===== src/common/stack_cpu_pkg.sv =====
package stack_cpu_pkg;

    // 64 data stack entries
    localparam int data_stack_bits = 6;
    localparam int data_stack_depth = 1 << data_stack_bits;

    // the ALU code used for neg, outside the range of the regular operations
    localparam logic [3:0] alu_neg = 4'd15;

    typedef logic [63:0] word_t;
    typedef logic [31:0] mem_word_t;
    typedef logic [15:0] instr_t;
    typedef logic [31:0] pc_t;
    typedef logic [data_stack_bits-1:0] sp_t;

    // opcode lives in the upper byte of an instruction word
    typedef enum logic [7:0] {
        op_push  = 8'd0,
        op_dup   = 8'd2,
        op_set   = 8'd3,
        op_jmp   = 8'd5,
        op_get   = 8'd6,
        op_hlt   = 8'd12,
        op_neg   = 8'd14,
        op_drop  = 8'd17,
        op_drop2 = 8'd18,
        op_swap  = 8'd19,
        op_over  = 8'd21,
        op_nop   = 8'd25,
        op_ifcmp = 8'd27,
        op_if    = 8'd28,
        op_alu   = 8'd29
    } opcode_t;

    typedef enum logic [3:0] {
        alu_add = 4'd0,
        alu_sub = 4'd1,
        alu_and = 4'd2,
        alu_or  = 4'd3,
        alu_xor = 4'd4,
        alu_shl = 4'd5,
        alu_shr = 4'd6,
        alu_sar = 4'd7,
        alu_bit = 4'd8,
        alu_mul = 4'd9,
        alu_cmp = 4'd10
    } alu_op_t;

    typedef enum logic [2:0] {
        st_fetch,
        st_decode,
        st_fetch2,
        st_wait_ready,
        st_push_temp
    } cpu_state_t;

    typedef struct packed {
        logic      valid;
        logic      nwr;
        mem_word_t address;
        mem_word_t data;
    } mem_req_t;

    // the stack is written at the pointer after sp_delta has been applied
    typedef struct packed {
        logic              write;
        logic signed [2:0] sp_delta;
        word_t             wr_data;
    } stack_cmd_t;

endpackage


===== src/cpu/cpu_control.sv =====
`timescale 1ns/1ps

module cpu_control (
    input  logic                      clk,
    input  logic                      nreset,
    output stack_cpu_pkg::pc_t        prog_addr,
    input  stack_cpu_pkg::instr_t     prog_data,
    output stack_cpu_pkg::mem_req_t   mem_req,
    input  stack_cpu_pkg::mem_word_t  mem_rdata,
    input  logic                      mem_ready,
    input  stack_cpu_pkg::word_t      top,
    input  stack_cpu_pkg::word_t      second,
    input  stack_cpu_pkg::word_t      alu_result,
    input  logic                      cond_pass,
    input  logic                      cmp_pass,
    output logic [7:0]                alu_func,
    output stack_cpu_pkg::stack_cmd_t stack_cmd,
    output logic                      hlt,
    output logic                      error
);

    stack_cpu_pkg::cpu_state_t state;
    stack_cpu_pkg::pc_t        pc;
    stack_cpu_pkg::instr_t     cur_instr;
    stack_cpu_pkg::instr_t     immediate;
    stack_cpu_pkg::word_t      temp;
    stack_cpu_pkg::opcode_t    opcode;
    stack_cpu_pkg::pc_t        branch_offset;
    stack_cpu_pkg::mem_word_t  push_value;
    stack_cpu_pkg::mem_word_t  mem_address;
    stack_cpu_pkg::mem_word_t  mem_wdata;
    logic                      mem_valid;
    logic                      mem_nwr;
    logic                      run;
    logic                      take_branch;

    assign opcode = stack_cpu_pkg::opcode_t'(cur_instr[15:8]);
    assign hlt = opcode == stack_cpu_pkg::op_hlt;
    assign run = !error && !hlt;
    assign prog_addr = pc;

    // neg goes through the ALU as its own operation code
    assign alu_func = (opcode == stack_cpu_pkg::op_neg) ?
        {4'h0, stack_cpu_pkg::alu_neg} : cur_instr[7:0];

    // during decode prog_data is the word after the opcode
    assign branch_offset = {{16{prog_data[15]}}, prog_data};
    assign push_value = {prog_data, immediate};

    assign take_branch = (opcode == stack_cpu_pkg::op_jmp) ||
                         (opcode == stack_cpu_pkg::op_if && cond_pass) ||
                         (opcode == stack_cpu_pkg::op_ifcmp && cmp_pass);

    assign mem_req = '{
        valid:   mem_valid,
        nwr:     mem_nwr,
        address: mem_address,
        data:    mem_wdata
    };

    always_ff @(posedge clk) begin
        if (!nreset) begin
            state <= stack_cpu_pkg::st_fetch;
            pc <= '0;
            cur_instr <= '0;
            error <= 1'b0;
            mem_valid <= 1'b0;
            mem_nwr <= 1'b1;
        end else if (run) begin
            case (state)
                stack_cpu_pkg::st_fetch: begin
                    cur_instr <= prog_data;
                    pc <= pc + 1;
                    state <= stack_cpu_pkg::st_decode;
                end
                stack_cpu_pkg::st_decode: begin
                    state <= stack_cpu_pkg::st_fetch;
                    case (opcode)
                        stack_cpu_pkg::op_push: begin
                            pc <= pc + 1;
                            state <= stack_cpu_pkg::st_fetch2;
                        end
                        stack_cpu_pkg::op_jmp,
                        stack_cpu_pkg::op_if,
                        stack_cpu_pkg::op_ifcmp: begin
                            pc <= take_branch ? pc + branch_offset : pc + 1;
                        end
                        stack_cpu_pkg::op_swap: begin
                            state <= stack_cpu_pkg::st_push_temp;
                        end
                        stack_cpu_pkg::op_get,
                        stack_cpu_pkg::op_set: begin
                            mem_valid <= 1'b1;
                            mem_nwr <= opcode != stack_cpu_pkg::op_set;
                            state <= stack_cpu_pkg::st_wait_ready;
                        end
                        stack_cpu_pkg::op_dup,
                        stack_cpu_pkg::op_over,
                        stack_cpu_pkg::op_drop,
                        stack_cpu_pkg::op_drop2,
                        stack_cpu_pkg::op_alu,
                        stack_cpu_pkg::op_neg,
                        stack_cpu_pkg::op_nop,
                        stack_cpu_pkg::op_hlt: begin
                        end
                        default: error <= 1'b1;
                    endcase
                end
                stack_cpu_pkg::st_fetch2: begin
                    pc <= pc + 1;
                    state <= stack_cpu_pkg::st_fetch;
                end
                stack_cpu_pkg::st_wait_ready: begin
                    if (mem_ready) begin
                        mem_valid <= 1'b0;
                        mem_nwr <= 1'b1;
                        state <= stack_cpu_pkg::st_fetch;
                    end
                end
                default: state <= stack_cpu_pkg::st_fetch;
            endcase
        end
    end

    // operands are captured before decode pops them off the stack
    always_ff @(posedge clk) begin
        if (run && state == stack_cpu_pkg::st_decode) begin
            immediate <= prog_data;
            temp <= second;
            mem_address <= top[31:0];
            mem_wdata <= second[31:0];
        end
    end

    always_comb begin
        stack_cmd.write = 1'b0;
        stack_cmd.sp_delta = 3'sd0;
        stack_cmd.wr_data = alu_result;
        if (run) begin
            case (state)
                stack_cpu_pkg::st_decode: begin
                    case (opcode)
                        stack_cpu_pkg::op_dup: begin
                            stack_cmd.write = 1'b1;
                            stack_cmd.sp_delta = -3'sd1;
                            stack_cmd.wr_data = top;
                        end
                        stack_cpu_pkg::op_over: begin
                            stack_cmd.write = 1'b1;
                            stack_cmd.sp_delta = -3'sd1;
                            stack_cmd.wr_data = second;
                        end
                        // first half of swap, the old second follows from temp
                        stack_cpu_pkg::op_swap: begin
                            stack_cmd.write = 1'b1;
                            stack_cmd.sp_delta = 3'sd1;
                            stack_cmd.wr_data = top;
                        end
                        stack_cpu_pkg::op_alu: begin
                            stack_cmd.write = 1'b1;
                            stack_cmd.sp_delta = 3'sd1;
                        end
                        stack_cpu_pkg::op_neg: stack_cmd.write = 1'b1;
                        stack_cpu_pkg::op_drop,
                        stack_cpu_pkg::op_if: stack_cmd.sp_delta = 3'sd1;
                        stack_cpu_pkg::op_drop2,
                        stack_cpu_pkg::op_ifcmp,
                        stack_cpu_pkg::op_set: stack_cmd.sp_delta = 3'sd2;
                        default: begin
                        end
                    endcase
                end
                stack_cpu_pkg::st_fetch2: begin
                    stack_cmd.write = 1'b1;
                    stack_cmd.sp_delta = -3'sd1;
                    stack_cmd.wr_data = {{32{push_value[31]}}, push_value};
                end
                stack_cpu_pkg::st_push_temp: begin
                    stack_cmd.write = 1'b1;
                    stack_cmd.sp_delta = -3'sd1;
                    stack_cmd.wr_data = temp;
                end
                stack_cpu_pkg::st_wait_ready: begin
                    // a load overwrites the address on top
                    if (mem_ready && mem_nwr) begin
                        stack_cmd.write = 1'b1;
                        stack_cmd.wr_data = {{32{mem_rdata[31]}}, mem_rdata};
                    end
                end
                default: begin
                end
            endcase
        end
    end

    mem_req_stable: assert property (@(posedge clk) disable iff (!nreset)
        mem_valid && !mem_ready |=> $stable(mem_req));

    sp_delta_range: assert property (@(posedge clk) disable iff (!nreset)
        ($signed(stack_cmd.sp_delta) >= -1) && ($signed(stack_cmd.sp_delta) <= 2));

endmodule


===== config.mk =====
export PLATFORM = sky130hd
export DESIGN_NAME = cpu_control
export DESIGN_NICKNAME = d
export VERILOG_FILES = /design/src/common/stack_cpu_pkg.sv /design/src/cpu/cpu_control.sv
export SDC_FILE = /design/constraint.sdc
export NUM_CORES = 1
export LEC_CHECK = 0
export BUFFER_PORTS_ARGS = -buffer_cell sky130_fd_sc_hd__buf_2
export CAP_MARGIN = 40
export CORE_MARGIN = 2
export CORE_UTILIZATION = 25
export DETAILED_ROUTE_END_ITERATION = 7
export GPL_TIMING_DRIVEN = 0
export PLACE_DENSITY_LB_ADDON = 0.1
export SETUP_SLACK_MARGIN = 0.3
export SLEW_MARGIN = 5
export SYNTH_ARGS = -nofsm -noshare
export SYNTH_HDL_FRONTEND = slang
export SYNTH_SLANG_ARGS = --single-unit

===== constraint.sdc =====
create_clock -name clk -period 7.7 [get_ports clk]
set_input_delay 0.385 -clock clk [delete_from_list [all_inputs] [get_ports clk]]
set_output_delay 0.385 -clock clk [all_outputs]
set_load 0.01 [all_outputs]

==> summary.txt <==
Synth
  – Main combinational cell family by area after synthesis: compound AO/OA/AOI/OAI gates
  – Synth Area in Compound Gates: 30.71%
  – Async SR Flop Fraction: 0%
  – Dominant cell type by area after synthesis: edfxtp_1
  – Mean Syn Cell Area: 8.377 µm²
  – Post-Synth Simple-Gate Area: 18.33%
  – Most frequent cell after synthesis: nor2_1
  – Mapped cell area: 0.01153 mm²
  – Top_reg_cell synth: edfxtp_1
  – Synth Area in XOR/XNOR: 2.279%
  – Seq/Total Area, Yosys: 38.55%
  – Syn Nets: 1,654
  – Gate Count Post-Synth: 1,376
  – Multiplexer area fraction after synthesis: 0.08683%
  – Commonest cells post-synth: nor2_1 (212), a21oi_1 (133), nand2_1 (128), edfxtp_1 (112), a22oi_1 (94)
  – EDFF count, synth: 112
  – Post-synth cell types: 73
  – Synth warn: 0
  – Adder-Cell Fraction of Synth Area: 3.647%
  – Ranking of synthesized cells by area: edfxtp_1 (29%), dfxtp_1 (9.4%), nor2_1 (6.9%)
  – Area share of the largest cell type after synthesis: 29.18%
  – FF+latch count, synth: 166

Final layout
  – Final net count: 2,099
  – Fillers: 4,959
  – P&R area growth vs syn: 31.48%
  – Share of layout cells above drive strength 1: 29.06%

Floorplanning
  – Ports: 421
  – Core Region: 0.04548 mm²
  – Initial Utilization: 25.35%
  – Die Wd: 218.7 µm
  – Die height: 218.7 µm
  – Die area: 0.04784 mm²
  – Row count: 78

Critical path
  – CP Class: flip-flop to output pin
  – Setup crit start kind: flip-flop
  – CP Capture Type: output pin
  – Worst Path Required: 7.32 ns
  – Worst EP arrival: 3.65 ns
  – Crit Path Max Fanout: 10

Power
  – Leak: 6.180 nW
  – Pwr Total: 0.004837 W
  – Max rail drop VDD: 0.1801 mV
  – PD cells: 319.2 mW/mm²

Detailed routing
  – Detailed Route Iter0 Violations: 923
  – Final ANT Viol Nets: 0
  – Vias per cell: 5.235
  – Pre-Repair DR Iteration Count: 7
  – Final wirelength: 55,870 µm
  – Via count: 12.78k
  – Drt wl/cell: 22.88 µm
  – DRC viols: 0

Place
  – I/O Buffers: 419
  – GPL Wtd Cong: 0.9190
  – Hpwl dp: 44,040 µm
  – Place WS: 3.861 ns

STA
  – Max Slew Vio Count: 0
  – FMAX: 248.0 MHz
  – RSZ-0062 raised after global routing: false
  – Tcrit/Tclk final: 52.36%
  – Slew HR: 41.73%
  – Worst setup margin: 3.668 ns
  – Final Hold Fails: 0
  – Actual slew at the worst max-slew pin: 0.8520 ns
  – Setup TNS: 0 ns
  – Fin Hold WS: 0.09956 ns
  – Worst clock skew: 0.01262 ns
  – Period minus WS final: 4.032 ns
  – # setup viols final: 0

Clocking
  – Sink Count: 166
  – TritonCTS Buffers: 17
  – Gates resized, CTS repair: 0
  – CTS Buffer Depth: 2
  – Post-CTS Hold Fix Bufs: 0
  – Clock Tree Root: clkbuf_16
  – H-Tree Depth: 4
  – Clk Latency, worst-skew pair: 0.48 ns
  – Clock slew at reported path FFs: 0.07 ns
  – Post-CTS Setup Bufs: 0
  – TritonCTS clock tree: built

Run status
  – Status: finished, final reports clean

Global routing
  – Met3 track demand over resource: 5.818%
  – Total grt overflow: 0
  – Largest net degree at the start of global routing: 26
  – Met1 usage: 27.66%
  – Most used routing layer: met2
  – GR Util met2: 38.74%
  – Vias in the first global route: 12.21k
  – Initial antenna violation count: 10
  – First-pass GRT wire length: 79,850 µm
  – Aggregate global-route resource usage: 22.60%

Hold path
  – Worst min path class: input pin to flip-flop

Run
  – Max-cap violations: 0
## power by group
group	internal, W	switching [W]	leakage [nW]	total (W)
combinational	0.000915	0.00166	4.40	0.00258
clock	0.000493	0.000397	0.286	0.000890
sequential	0.00127	0.000105	1.49	0.00137
total	0.00268	0.00216	6.18	0.00484
## worst max-delay path, stage by stage, from the launching register on
cell	delay [ns]
dfxtp_1	0.33
or3_1	0.46
nor2_1	0.27
nand2_1	0.18
a21oi_2	0.56
clkbuf_1	0.48
a22oi_1	0.13
nor2_1	0.12
a2111oi_0	0.09
nor2_1	0.13
a2bb2oi_1	0.23
buf_2	0.18
## per-stage QoR
stage,utilization [%],std cells,cell area (µm²)
6_report,33.33,2442,15160
3_5_place_dp,32.00,2402,14550
2_1_floorplan,-,1376,11530
5_1_grt,33.31,2439,15150
3_3_place_gp,31.61,2395,14380
4_1_cts,33.28,2434,15140
## sequential cells by signal (all words and copies together), names as in the netlist
name	count
temp	64
mem_address	32
prog_addr	32
cur_instr	16
immediate	16
state	3
error	1
mem_nwr	1
mem_valid	1
## cells by family after synthesis
family | Yosys count
AOI/OAI and AO/OA | 516
xor gates and xnor gates | 30
adders and majority gates | 33
buffers and inverters | 153
DFF | 166
muxes | 1
and+or+nand+nor | 477
## final timing paths
kind / from / to / slack, ns / cells after the start
worst max-delay path: cur_instr[15] / stack_cmd[36] / 3.67 / 11
worst min-delay path: second[63] / temp[63] / 0.1 / 1
worst max register to register: prog_addr[0] / prog_addr[30] / 4.03 / 11
worst min register to register: cur_instr[4] / cur_instr[4] / 0.45 / 2
## routing by layer
| metal | routed length, µm | vias up |
|---|---|---|
| li1 | - | 6085 |
| met1 | 23370 | 6143 |
| met2 | 27410 | 490 |
| met3 | 3992 | 61 |
| met4 | 1070 | 4 |
| met5 | 27 | - |
## cell type report
class | count | area [µm²] | area share, %
multi-input combinational | 1057 | 6362 | 41.98
sequential | 166 | 4444 | 29.32
timing repair buffer | 426 | 2260 | 14.91
tap | 600 | 750.7 | 4.953
buffer | 141 | 691.9 | 4.565
clock buffer | 20 | 456.7 | 3.013
clock inverter | 12 | 125.1 | 0.8256
inverter | 12 | 45.04 | 0.2972
antenna | 8 | 20.02 | 0.1321
## placed cells by master (no fill, tap or decap), types with 8 or more instances in the layout
cell | synthesis | layout
a2bb2oi_1 | 20 | 20
xor2_1 | 15 | 15
dfxtp_1 | 54 | 54
edfxtp_1 | 112 | 112
ha_1 | 32 | 32
a211oi_1 | 26 | 26
nand3_1 | 28 | 28
a31oi_1 | 9 | 9
o21ai_0 | 52 | 52
buf_2 | 19 | 439
o21a_1 | 16 | 16
xnor2_1 | 15 | 15
o221ai_1 | 31 | 31
buf_1 | 10 | 10
inv_1 | 12 | 12
nand2_1 | 128 | 128
buf_4 | 35 | 35
diode_2 | 0 | 8
clkbuf_1 | 76 | 77
a21o_1 | 8 | 8
a21oi_1 | 133 | 133
a22o_1 | 33 | 33
nor3_1 | 19 | 19
nor2b_1 | 23 | 23
clkbuf_16 | 0 | 17
nor2_1 | 212 | 211
and3_1 | 8 | 8
a2111oi_0 | 23 | 23
o21ai_1 | 23 | 23
a22oi_1 | 94 | 94
nand4_1 | 14 | 14
(Power assumes the default switching activity.)
